--- src/rd_pkg.sv ---
/*
 * Shared widths and derived constants of the full-rate read datapath
 * Packed structs for one group's DDIO word and the stage-1 control pair
 */
package rd_pkg;

	// ********************
	// Interface widths
	// ********************

	// Number of DQ pins on the memory side
	parameter int MEM_DQ_WIDTH = 16;
	// Number of read DQS groups
	parameter int NUM_DQS_GROUPS = 2;
	// DQ pins that belong to one DQS group
	parameter int DQ_GROUP_WIDTH = MEM_DQ_WIDTH / NUM_DQS_GROUPS;
	// Full rate with DDR capture gives two time slots per AFI cycle
	parameter int AFI_DATA_WIDTH = 2 * MEM_DQ_WIDTH;
	// Data of one group in one AFI cycle
	parameter int GROUP_DATA_WIDTH = 2 * DQ_GROUP_WIDTH;
	// Width of the sequencer latency setting
	parameter int LAT_CNT_WIDTH = 5;

	// One group's DDIO output, slot1 is the later beat and sits on top
	typedef struct packed {
		logic [DQ_GROUP_WIDTH-1:0] slot1;
		logic [DQ_GROUP_WIDTH-1:0] slot0;
	} ddio_group_t;

	// Stage 1 output, the FIFO pop strobe and the data valid qualifier
	typedef struct packed {
		logic read_enable;
		logic read_valid;
	} rd_ctrl_t;

endpackage

--- src/oct_ctrl.sv ---
/*
 * On-die termination override for reads
 * Keeps OCT off over a window derived from the memory read latency
 */
module oct_ctrl #(
	parameter int MEM_T_RL = 6
)
(
	input  logic pll_afi_clk,
	input  logic reset_n_afi_clk,
	input  logic rdata_en_full_i,
	output logic force_oct_off_o
);

	// Window start and end in AFI cycles after the full read enable
	localparam int OCT_ON_DELAY  = (MEM_T_RL > 4) ? ((MEM_T_RL - 4) / 2) : 0;
	localparam int OCT_OFF_DELAY = (MEM_T_RL + 6) / 2;

	// Bit j of the history is the enable sampled j+1 edges ago
	logic [OCT_OFF_DELAY-1:0] en_hist;
	logic [OCT_OFF_DELAY:0]   en_shift;

	// Bit 0 is the enable that is being sampled at this edge
	assign en_shift = {en_hist, rdata_en_full_i};

	always_ff @(posedge pll_afi_clk or negedge reset_n_afi_clk)
	begin
		if (!reset_n_afi_clk)
		begin
			en_hist         <= '0;
			force_oct_off_o <= 1'b0;
		end
		else
		begin
			en_hist         <= en_shift[OCT_OFF_DELAY-1:0];
			// Any enable inside the window keeps termination under normal control
			force_oct_off_o <= ~(|en_shift[OCT_OFF_DELAY:OCT_ON_DELAY]);
		end
	end

endmodule

--- src/rdata_en_align.sv ---
/*
 * Read request alignment, stage 1 of the read datapath
 * Optional extra request delay, latency shift register and tap select
 */
module rdata_en_align
	import rd_pkg::*;
#(
	parameter int EXTRA_VFIFO_SHIFT = 0,
	parameter int MAX_READ_LATENCY = 16
)
(
	input  logic                     pll_afi_clk,
	input  logic                     reset_n_afi_clk,
	input  logic                     rdata_en_i,
	input  logic [LAT_CNT_WIDTH-1:0] latency_i,
	output rd_ctrl_t                 ctrl_o
);

	localparam int TAP_W = $clog2(MAX_READ_LATENCY);
	localparam logic [LAT_CNT_WIDTH-1:0] MAX_LAT = LAT_CNT_WIDTH'(MAX_READ_LATENCY);

	// Request after the optional extra delay
	logic rdata_en_int;

	// ********************
	// Extra request delay
	// ********************
	if (EXTRA_VFIFO_SHIFT >= 1)
	begin : g_extra_shift
		logic [EXTRA_VFIFO_SHIFT-1:0] extra_q;
		logic [EXTRA_VFIFO_SHIFT:0]   extra_next;

		// New request enters at bit 0, the oldest one leaves at the top
		assign extra_next = {extra_q, rdata_en_i};

		always_ff @(posedge pll_afi_clk or negedge reset_n_afi_clk)
		begin
			if (!reset_n_afi_clk)
				extra_q <= '0;
			else
				extra_q <= extra_next[EXTRA_VFIFO_SHIFT-1:0];
		end

		assign rdata_en_int = extra_q[EXTRA_VFIFO_SHIFT-1];
	end
	else
	begin : g_no_shift
		assign rdata_en_int = rdata_en_i;
	end

	// ********************
	// Latency shifter
	// ********************
	// Bit j holds the request that entered j+1 edges ago, so several reads
	// can be in flight at the same time
	logic [MAX_READ_LATENCY-1:0] lat_q;
	logic [MAX_READ_LATENCY:0]   lat_next;
	logic [TAP_W-1:0]            tap_idx;
	logic                        tap;

	assign lat_next = {lat_q, rdata_en_int};

	always_ff @(posedge pll_afi_clk or negedge reset_n_afi_clk)
	begin
		if (!reset_n_afi_clk)
			lat_q <= '0;
		else
			lat_q <= lat_next[MAX_READ_LATENCY-1:0];
	end

	// Latency L selects bit L-1, a setting outside 1..MAX gives no read
	assign tap_idx = TAP_W'(latency_i - 1'b1);

	always_comb
	begin
		tap = 1'b0;
		if ((latency_i != '0) && (latency_i <= MAX_LAT))
			tap = lat_q[tap_idx];
	end

	// At full rate the pop strobe and the valid come from the same tap
	assign ctrl_o.read_enable = tap;
	assign ctrl_o.read_valid  = tap;

endmodule

--- src/rdata_mapper.sv ---
/*
 * Output register and reordering for stage 3 of the read datapath
 * AFI read data is slot-major and the sequencer copy is group-major
 */
module rdata_mapper
	import rd_pkg::*;
(
	input  logic                      pll_afi_clk,
	input  logic                      reset_n_afi_clk,
	input  logic                      valid_i,
	input  ddio_group_t               group_data_i [NUM_DQS_GROUPS],
	output logic [AFI_DATA_WIDTH-1:0] afi_rdata_o,
	output logic                      afi_rdata_valid_o,
	output logic [AFI_DATA_WIDTH-1:0] phy_mux_read_fifo_q_o
);

	ddio_group_t data_q [NUM_DQS_GROUPS];

	// Read valid lags the stage-1 tap by one edge
	always_ff @(posedge pll_afi_clk or negedge reset_n_afi_clk)
	begin
		if (!reset_n_afi_clk)
			afi_rdata_valid_o <= 1'b0;
		else
			afi_rdata_valid_o <= valid_i;
	end

	// Group words move through the same register stage as the valid
	always_ff @(posedge pll_afi_clk)
	begin
		data_q <= group_data_i;
	end

	// ********************
	// Data reordering
	// ********************
	// AFI order is slot1 of every group above slot0 of every group,
	// the sequencer copy keeps both slots of a group next to each other
	always_comb
	begin
		for (int g = 0; g < NUM_DQS_GROUPS; g++)
		begin
			afi_rdata_o[(NUM_DQS_GROUPS + g) * DQ_GROUP_WIDTH +: DQ_GROUP_WIDTH] = data_q[g].slot1;
			afi_rdata_o[g * DQ_GROUP_WIDTH +: DQ_GROUP_WIDTH] = data_q[g].slot0;
			phy_mux_read_fifo_q_o[g * GROUP_DATA_WIDTH +: GROUP_DATA_WIDTH] = data_q[g];
		end
	end

endmodule

--- src/read_datapath.sv ---
/*
 * Top level of the full-rate read datapath on the AFI clock
 * Request alignment, per-group read FIFOs, output mapping and OCT window
 */
module read_datapath
	import rd_pkg::*;
#(
	parameter int EXTRA_VFIFO_SHIFT = 1,
	parameter int MAX_READ_LATENCY = 16,
	parameter int FIFO_DEPTH = 8,
	parameter int FIFO_ADDR_WIDTH = 3,
	parameter int MEM_T_RL = 6
)
(
	input  logic                      pll_afi_clk,
	input  logic                      reset_n_afi_clk,
	input  logic                      afi_rdata_en_i,
	input  logic                      afi_rdata_en_full_i,
	input  logic [LAT_CNT_WIDTH-1:0]  seq_read_latency_counter_i,
	input  logic [NUM_DQS_GROUPS-1:0] seq_read_fifo_reset_i,
	input  logic                      ddio_wr_en_i,
	input  logic [AFI_DATA_WIDTH-1:0] ddio_phy_dq_i,
	output logic [AFI_DATA_WIDTH-1:0] afi_rdata_o,
	output logic                      afi_rdata_valid_o,
	output logic [AFI_DATA_WIDTH-1:0] phy_mux_read_fifo_q_o,
	output logic                      force_oct_off_o
);

	rd_ctrl_t                  rd_ctrl;
	logic [NUM_DQS_GROUPS-1:0] fifo_clear_q;
	ddio_group_t               fifo_rd_data [NUM_DQS_GROUPS];

	// Stage 1 turns the request into a pop strobe and a valid
	rdata_en_align #(
		.EXTRA_VFIFO_SHIFT (EXTRA_VFIFO_SHIFT),
		.MAX_READ_LATENCY  (MAX_READ_LATENCY)
	) u_en_align (
		.pll_afi_clk     (pll_afi_clk),
		.reset_n_afi_clk (reset_n_afi_clk),
		.rdata_en_i      (afi_rdata_en_i),
		.latency_i       (seq_read_latency_counter_i),
		.ctrl_o          (rd_ctrl)
	);

	// Sequencer clear is registered once before it reaches the pointers
	always_ff @(posedge pll_afi_clk or negedge reset_n_afi_clk)
	begin
		if (!reset_n_afi_clk)
			fifo_clear_q <= '0;
		else
			fifo_clear_q <= seq_read_fifo_reset_i;
	end

	// ********************
	// Per-group FIFOs
	// ********************
	for (genvar g = 0; g < NUM_DQS_GROUPS; g++)
	begin : g_group
		ddio_group_t wr_word;

		// Input bus is group-major with slot1 above slot0 inside a group
		assign wr_word = ddio_group_t'(ddio_phy_dq_i[g * GROUP_DATA_WIDTH +: GROUP_DATA_WIDTH]);

		read_fifo #(
			.FIFO_DEPTH      (FIFO_DEPTH),
			.FIFO_ADDR_WIDTH (FIFO_ADDR_WIDTH)
		) u_fifo (
			.pll_afi_clk     (pll_afi_clk),
			.reset_n_afi_clk (reset_n_afi_clk),
			.clear_i         (fifo_clear_q[g]),
			.wr_en_i         (ddio_wr_en_i),
			.wr_data_i       (wr_word),
			.rd_en_i         (rd_ctrl.read_enable),
			.rd_data_o       (fifo_rd_data[g])
		);
	end

	// Stage 3 registers the words and orders them for AFI and the sequencer
	rdata_mapper u_mapper (
		.pll_afi_clk           (pll_afi_clk),
		.reset_n_afi_clk       (reset_n_afi_clk),
		.valid_i               (rd_ctrl.read_valid),
		.group_data_i          (fifo_rd_data),
		.afi_rdata_o           (afi_rdata_o),
		.afi_rdata_valid_o     (afi_rdata_valid_o),
		.phy_mux_read_fifo_q_o (phy_mux_read_fifo_q_o)
	);

	oct_ctrl #(
		.MEM_T_RL (MEM_T_RL)
	) u_oct (
		.pll_afi_clk     (pll_afi_clk),
		.reset_n_afi_clk (reset_n_afi_clk),
		.rdata_en_full_i (afi_rdata_en_full_i),
		.force_oct_off_o (force_oct_off_o)
	);

endmodule

--- src/read_fifo.sv ---
/*
 * Read data FIFO of one DQS group, stage 2 of the read datapath
 * Flop memory with wrapping write and read pointers and a pointer clear
 */
module read_fifo
	import rd_pkg::*;
#(
	parameter int FIFO_DEPTH = 8,
	parameter int FIFO_ADDR_WIDTH = 3
)
(
	input  logic        pll_afi_clk,
	input  logic        reset_n_afi_clk,
	input  logic        clear_i,
	input  logic        wr_en_i,
	input  ddio_group_t wr_data_i,
	input  logic        rd_en_i,
	output ddio_group_t rd_data_o
);

	localparam logic [FIFO_ADDR_WIDTH-1:0] LAST_ADDR = FIFO_ADDR_WIDTH'(FIFO_DEPTH - 1);

	ddio_group_t mem [FIFO_DEPTH];

	logic [FIFO_ADDR_WIDTH-1:0] wr_ptr;
	logic [FIFO_ADDR_WIDTH-1:0] rd_ptr;

	// Pointer increment that also wraps for a depth that is not a power of two
	function automatic logic [FIFO_ADDR_WIDTH-1:0] next_ptr(input logic [FIFO_ADDR_WIDTH-1:0] ptr);
		if (ptr == LAST_ADDR)
			return '0;
		else
			return ptr + 1'b1;
	endfunction

	// ********************
	// Write side
	// ********************
	// A write while full simply overwrites the oldest word
	always_ff @(posedge pll_afi_clk)
	begin
		if (wr_en_i && !clear_i)
			mem[wr_ptr] <= wr_data_i;
	end

	// ********************
	// Pointers
	// ********************
	// The sequencer clear zeroes both pointers in the same cycle
	always_ff @(posedge pll_afi_clk or negedge reset_n_afi_clk)
	begin
		if (!reset_n_afi_clk)
		begin
			wr_ptr <= '0;
			rd_ptr <= '0;
		end
		else if (clear_i)
		begin
			wr_ptr <= '0;
			rd_ptr <= '0;
		end
		else
		begin
			if (wr_en_i)
				wr_ptr <= next_ptr(wr_ptr);
			if (rd_en_i)
				rd_ptr <= next_ptr(rd_ptr);
		end
	end

	// The word at the read pointer is shown ahead of the pop
	assign rd_data_o = mem[rd_ptr];

endmodule

--- config.mk ---
export PLATFORM = sky130hd
export DESIGN_NAME = read_datapath
export DESIGN_NICKNAME = d
export VERILOG_FILES = /design/src/rd_pkg.sv /design/src/oct_ctrl.sv /design/src/rdata_en_align.sv /design/src/rdata_mapper.sv /design/src/read_datapath.sv /design/src/read_fifo.sv
export SDC_FILE = /design/constraint.sdc
export NUM_CORES = 1
export LEC_CHECK = 0
export BUFFER_PORTS_ARGS = -buffer_cell sky130_fd_sc_hd__buf_2
export CORE_UTILIZATION = 55
export CTS_BUF_LIST = sky130_fd_sc_hd__clkbuf_8
export DETAILED_ROUTE_END_ITERATION = 10
export PLACE_DENSITY_LB_ADDON = 0.05
export SYNTH_ARGS = -nofsm -noshare
export SYNTH_HDL_FRONTEND = slang
export SYNTH_SLANG_ARGS = --single-unit
--- constraint.sdc ---
create_clock -name pll_afi_clk -period 7.5 [get_ports pll_afi_clk]
set_input_delay 1.125 -clock pll_afi_clk [delete_from_list [all_inputs] [get_ports pll_afi_clk]]
set_output_delay 1.125 -clock pll_afi_clk [all_outputs]
set_load 0.005 [all_outputs]
-- Word-level counts from Yosys, hierarchy flattened
Memory sizes are Yosys's and may differ from the RTL's. A register that Yosys moved wholly into a read port is not among the register bits.
Index checks and enable logic that the tools add are counted.
- reduce and logical (&&, ||, !) cells: 11
- $add $sub $neg: 5
- order comparisons: 2
- equality and inequality tests: 4
- bitwise logic cells: 1
- mux-type cells: 19
- operators with widths (cell ; count):
    $mux W3 ; 12
    $add A3 B1 Y3 const B ; 4
    $eq A3 B3 Y1 const B ; 4
    $reduce_bool A2 Y1 ; 4
    $mux W1 ; 6
    $reduce_or A6 Y1 ; 1
    $le A5 B5 Y1 const B ; 1
    $lt A4 B5 Y1 const B ; 1
    $reduce_bool A5 Y1 ; 1
    $bmux W1 S4 ; 1
    $sub A4 B1 Y4 const B ; 1
    $logic_and A1 B1 Y1 ; 3
    $logic_not A1 Y1 ; 2
    $not A1 Y1 ; 1
- register bits after elaboration: 39
- word-level logic and storage cells: 54
- memory bits (writable): 256
- bits of input ports: 44
- memories: 2
- output and inout bits: 66
- memories (memory ; depth ; bits a word ; read ports ; clocked after Yosys merged registers in ; write ports ; RTL line ; source):
    g_group[0].u_fifo.mem ; 8 ; 16 ; 1 ; 1 ; 1 ; read_fifo.sv:23 ; ddio_group_t mem [FIFO_DEPTH];
    g_group[1].u_fifo.mem ; 8 ; 16 ; 1 ; 1 ; 1 ; read_fifo.sv:23 ;

-- Longest topological paths before layout
- depth after elaboration: 6
- gate-level depth with buffers: 9
- mapped depth without buffers: 8

-- Cells and area by module
A second synthesis with hierarchy kept.
- cells, all modules: 568
- area, all modules: 12423.2 µm²
- by module, submodules not included (module ; cells an instance ; seq. area each (µm²) ; instances ; area each (µm²)):
    read_fifo (g_group[0].u_fifo) ; 226 ; 3993.8 ; 1 ; 5305.1
    read_fifo (g_group[1].u_fifo) ; 225 ; 3993.8 ; 1 ; 5298.8
    rdata_mapper ; 65 ; 665.6 ; 1 ; 905.9
    rdata_en_align ; 41 ; 425.4 ; 1 ; 670.6
    oct_ctrl ; 9 ; 175.2 ; 1 ; 192.7
    read_datapath ; 2 ; 50.0 ; 1 ; 50.0

-- Worst setup path after synthesis
No wires, ideal clock.
- path kind: input to register
- start: input port ddio_wr_en_i
- end: memory g_group[0].u_fifo.mem[0][0] (netlist name) (enable)
- setup slack: 4.073 ns
- arrival: 2.997 ns
- path buffers: 1
- cell stages on the path: 3
- path through: buf_2 -> nand2b_1 -> nor4_1
- longest elaborated chain between the ends: 3
- ends and longest elaborated chain (item ; RTL line ; source):
    from (decl) ; read_datapath.sv:21 ; input logic ddio_wr_en_i,
    $logic_and A1 B1 Y1 ; read_fifo.sv:42 ; if (wr_en_i && !clear_i)
    $mux W1 ; read_fifo.sv:42 ;
    $mux W1 (not written as such) ; read_fifo.sv:43 ; mem[wr_ptr] <= wr_data_i;
    to (decl) ; read_fifo.sv:23 ;
Every way passes these cells.

-- Final worst setup path
- start: input port seq_read_latency_counter_i[0]
- end: register g_group[0].u_fifo.rd_ptr[0]
- longest elaborated chain between the ends: 5
- elaborated cells between the ends (all ways): 8
- those cells by class: 1 x add/sub; 1 x order compare; 3 x mux; 3 x reduce/logical
- ends and longest elaborated chain (item ; RTL line ; source):
    from (decl) ; read_datapath.sv:19 ; input logic [LAT_CNT_WIDTH-1:0] seq_read_latency_counter_i,
    $sub A4 B1 Y4 ; rdata_en_align.sv:72 ; assign tap_idx = TAP_W'(latency_i - 1'b1);
    $bmux W1 S4 ; rdata_en_align.sv:78 ; tap = lat_q[tap_idx];
    $mux W1 (not written as such) ; rdata_en_align.sv:78 ;
    $mux W1 (*) ; rdata_en_align.sv:77 ; if ((latency_i != '0) && (latency_i <= MAX_LAT))
    $reduce_bool A2 Y1 (no source line) (*) ; -- ;
    to (signal assigned) ; read_fifo.sv:67 ; rd_ptr <= next_ptr(rd_ptr);
    to (decl) ; read_fifo.sv:26 ; logic [FIFO_ADDR_WIDTH-1:0] rd_ptr;
Mark *: on every way between the ends. The rest lies on a longest branch, timed or not. The select of a mux whose other input is x is not followed.
A chain may end at the register's enable or synchronous reset.

==> flow_metrics.env <==
export IMPL_status="finished, final reports clean"
export IMPL_drc=0
export IMPL_cts_sinks=327
export IMPL_end_kind="flop"
export IMPL_synth_compound_area_frac=0.00944
export IMPL_maxClockFrequency_mhz=385
export IMPL_portBuffers=109
export IMPL_grt_pass1_wl_um=32600
export IMPL_grt_max_degree=40
export IMPL_avgRoutedWirePerCell_um=20.5
export IMPL_rows=54
export IMPL_clockRootBuffer="clkbuf_8"
export IMPL_num_vias=5663
export IMPL_wirelength_um=21200
export IMPL_drtPass1Iterations=4
export IMPL_stdcell_area_um2=13900
export IMPL_final_util=0.637
export IMPL_syn2layout_area_growth_pct=13.7
export IMPL_ys_types=41
export IMPL_die_y_um=151
export IMPL_synth_nets=639
export IMPL_setup_violations_final=0
export IMPL_p_switching_mw=0.805
export IMPL_die_area_um2=22800
export IMPL_p_comb_frac=0.079
export IMPL_postCtsSetupRepairBufs=0
export IMPL_power_frac_clock=0.369
export IMPL_final_cells=1034
export IMPL_p_int_mw=2.88
export IMPL_skew_ns=0.0221
export IMPL_crit_arrival_ns=2.99
export IMPL_htree_levels=2
export IMPL_finalCritPeriodShare=0.346
export IMPL_numCtsBuffers=51
export IMPL_drive_gt1_frac=0.414
export IMPL_ys_seq_elements=327
export IMPL_cap_violations=0
export IMPL_grt_busiest_layer="met2"
export IMPL_hold_class="reg2reg"
export IMPL_slew_headroom=0.303
export IMPL_rsz0062_at_grt="false"
export IMPL_place_area_um2=12900
export IMPL_ir_drop_mv=0.156
export IMPL_synth_mux_area_frac=0.158
export IMPL_use_met1=0.261
export IMPL_routabilityCongestion=0.768
export IMPL_leakagePower_nw=4.94
export IMPL_place_ws_ns=4.42
export IMPL_power_density_nw_per_um2=266
export IMPL_synth_simple_area_share=0.0244
export IMPL_synth_fa_ha_area_frac=0.0103
export IMPL_drt_iter0_drc=224
export IMPL_grt_antenna_before_repair=0
export IMPL_synthXorXnorAreaFrac=0.00349
export IMPL_fin_crit_ns=2.59
export IMPL_coreArea_um2=21800
export IMPL_dpl_hpwl_um=12000
export IMPL_worst_setup_path_start_kind="input pin"
export IMPL_dp_cells=938
export IMPL_avgSynthCellArea_um2=20.8
export IMPL_crit_fanout=8
export IMPL_vias_per_cell=5.48
export IMPL_track_usage=0.196
export IMPL_slew_viol_final=0
export IMPL_use_met2=0.328
export IMPL_tightest_slew_ns=1.05
export IMPL_cts_resized=0
export IMPL_synth_top_family_by_area="multiplexers"
export IMPL_die_w_um=151
export IMPL_grt_met3_usage=0.0395
export IMPL_required_ns=7.89
export IMPL_switching_share=0.218
export IMPL_grt_ovfl_total=0
export IMPL_io_pins=110
export IMPL_fin_tns_setup_ns=0
export IMPL_clk_latency_ns=0.55
export IMPL_path_class="in2reg"
export IMPL_ys_seq_area_frac=0.763
export IMPL_final_nets=765
export IMPL_layout_setup_ws_ns=4.91
export IMPL_cts_hold_buffers=0
export IMPL_grt_pass1_vias=6048
export IMPL_clkSlewWorstSetupHoldPaths_ns=0.06
export IMPL_timing_final_hold_violations=0
export IMPL_syn_inst=585
export IMPL_cts_tree="done"
export IMPL_start_util=0.561
export IMPL_clk_path_buf_depth=3
export IMPL_p_seq_frac=0.553
export IMPL_netlist_area_um2=12200
export IMPL_ys_warn_count=0
export IMPL_detail_route_antenna_nets=0
## worst max-delay path: stages
cell	delay, ns
buf_2	0.13
inv_1	0.07
ha_1	0.51
mux2_2	0.38
o22a_1	0.19
and4b_2	0.30
o21ai_1	0.16
a21oi_1	0.11
## power by group through the flow
stage | combinational (mW) | clock (mW) | sequential, mW
after floorplan | 0.216 | 0 | 2.07
after detailed placement | 0.295 | 0 | 2.08
final | 0.290 | 1.36 | 2.04
after CTS | 0.297 | 1.40 | 2.04
after global routing | 0.322 | 1.48 | 2.04
after global placement | 0.290 | 0 | 2.07
## worst paths after layout
kind	slack [ns]	cells past startpoint	end	startpoint
max reg2reg	5.55	3	u_mapper.afi_rdata_o[11]	g_group[1].u_fifo.rd_ptr[0]
min reg2reg	0.34	0	u_en_align.lat_q[0]	u_en_align.g_extra_shift.extra_q
max in group asynchronous	6.26	1	g_group[0].u_fifo.rd_ptr[0]	reset_n_afi_clk
min in group asynchronous	0.67	1	fifo_clear_q[1]	reset_n_afi_clk
min	0.34	0	u_en_align.lat_q[0]	u_en_align.g_extra_shift.extra_q
max	4.91	8	g_group[0].u_fifo.rd_ptr[0]	seq_read_latency_counter_i[0]
## final cells by class
| cell class | instances | area [um2] |
|---|---|---|
| Clock inverter | 36 | 150 |
| Inverter | 4 | 15.0 |
| Fill cell | 1572 | 7890 |
| Clock buffer | 59 | 812 |
| Antenna cell | 1 | 2.50 |
| Sequential cell | 327 | 9310 |
| Multi-Input combinational cell | 198 | 2530 |
| Tap cell | 280 | 350 |
| Timing Repair Buffer | 129 | 696 |
## cells by family (layout without fill, tap and decap cells)
logic type,count (synthesis),after routing
compound gates,18,18
simple gates,58,58
other cells,0,1
xor+xnor,4,4
buf+inv,60,228
flops,327,327
fa+ha+maj,10,10
mux,108,108
## state kept, by name, indices dropped and copies added (netlist names)
signal                            count
u_mapper.afi_rdata_valid_o            1
g_group.u_fifo.mem                  256
u_oct.force_oct_off_o                 1
u_en_align.g_extra_shift.extra_q      1
g_group.u_fifo.rd_ptr                 6
u_en_align.lat_q                     16
u_oct.en_hist                         6
u_mapper.afi_rdata_o                 32
g_group.u_fifo.wr_ptr                 6
fifo_clear_q                          2
## cell usage in the layout (no fill, tap or decap), types with 10 or more instances in the layout
cell,synthesis,routed
clkinv_2,0,12
buf_4,36,20
nor2_1,24,24
edfxtp_1,256,256
mux2_2,34,34
mux4_2,64,64
buf_2,5,109
clkbuf_8,0,59
dfrtp_1,39,37
dfxtp_1,32,32
ha_1,10,10
inv_1,4,19
## Yosys cell counts, drive strengths merged
| cell | instances | area [um2] |
|---|---|---|
| edfxtp | 256 | 7690 |
| mux4 | 64 | 1440 |
| buf | 45 | 325 |
| dfrtp | 39 | 976 |
| mux2 | 36 | 409 |
| dfxtp | 32 | 641 |
| nor2 | 24 | 90.1 |
| clkbuf | 11 | 41.3 |
| ha | 10 | 125 |
| a21oi | 8 | 43.8 |
| mux2i | 8 | 80.1 |
| nand3 | 6 | 30.0 |
| nor3 | 6 | 30.0 |
| o21ai | 6 | 33.8 |
| nand2 | 5 | 18.8 |
| inv | 4 | 15.0 |
| nand2b | 3 | 18.8 |
| xnor2 | 3 | 33.8 |
| a22oi | 2 | 20.0 |
| and2b | 2 | 15.0 |
| nand3b | 2 | 15.0 |
| nor4 | 2 | 12.5 |
| o22a | 2 | 17.5 |
| and4 | 1 | 11.3 |
| and4b | 1 | 11.3 |
| nand4 | 1 | 6.26 |
| nand4b | 1 | 8.76 |
| nor3b | 1 | 7.51 |
| or3 | 1 | 6.26 |
| or3b | 1 | 8.76 |
| or4 | 1 | 7.51 |
| xor2 | 1 | 8.76 |
## per-layer routing
| metal | share of wire | vias to the layer above | wire length [um] |
|---|---|---|---|
| met2 | 0.50 | 163 | 10700 |
| li1 | - | 2566 | - |
| met5 | 0 | - | 0 |
| met4 | 0.015 | 0 | 318 |
| met1 | 0.42 | 2904 | 8940 |
| met3 | 0.059 | 30 | 1250 |
## stage by stage
| step | hold WS, ns | total power [mW] |
|---|---|---|
| after detailed placement | 0.340 | 2.37 |
| after global placement | 0.337 | 2.36 |
| after global routing | 0.356 | 3.85 |
| after floorplan | 0.331 | 2.29 |
| final | 0.339 | 3.69 |
| after CTS | 0.346 | 3.73 |
Note: power is estimated with default switching activity, not from simulation.
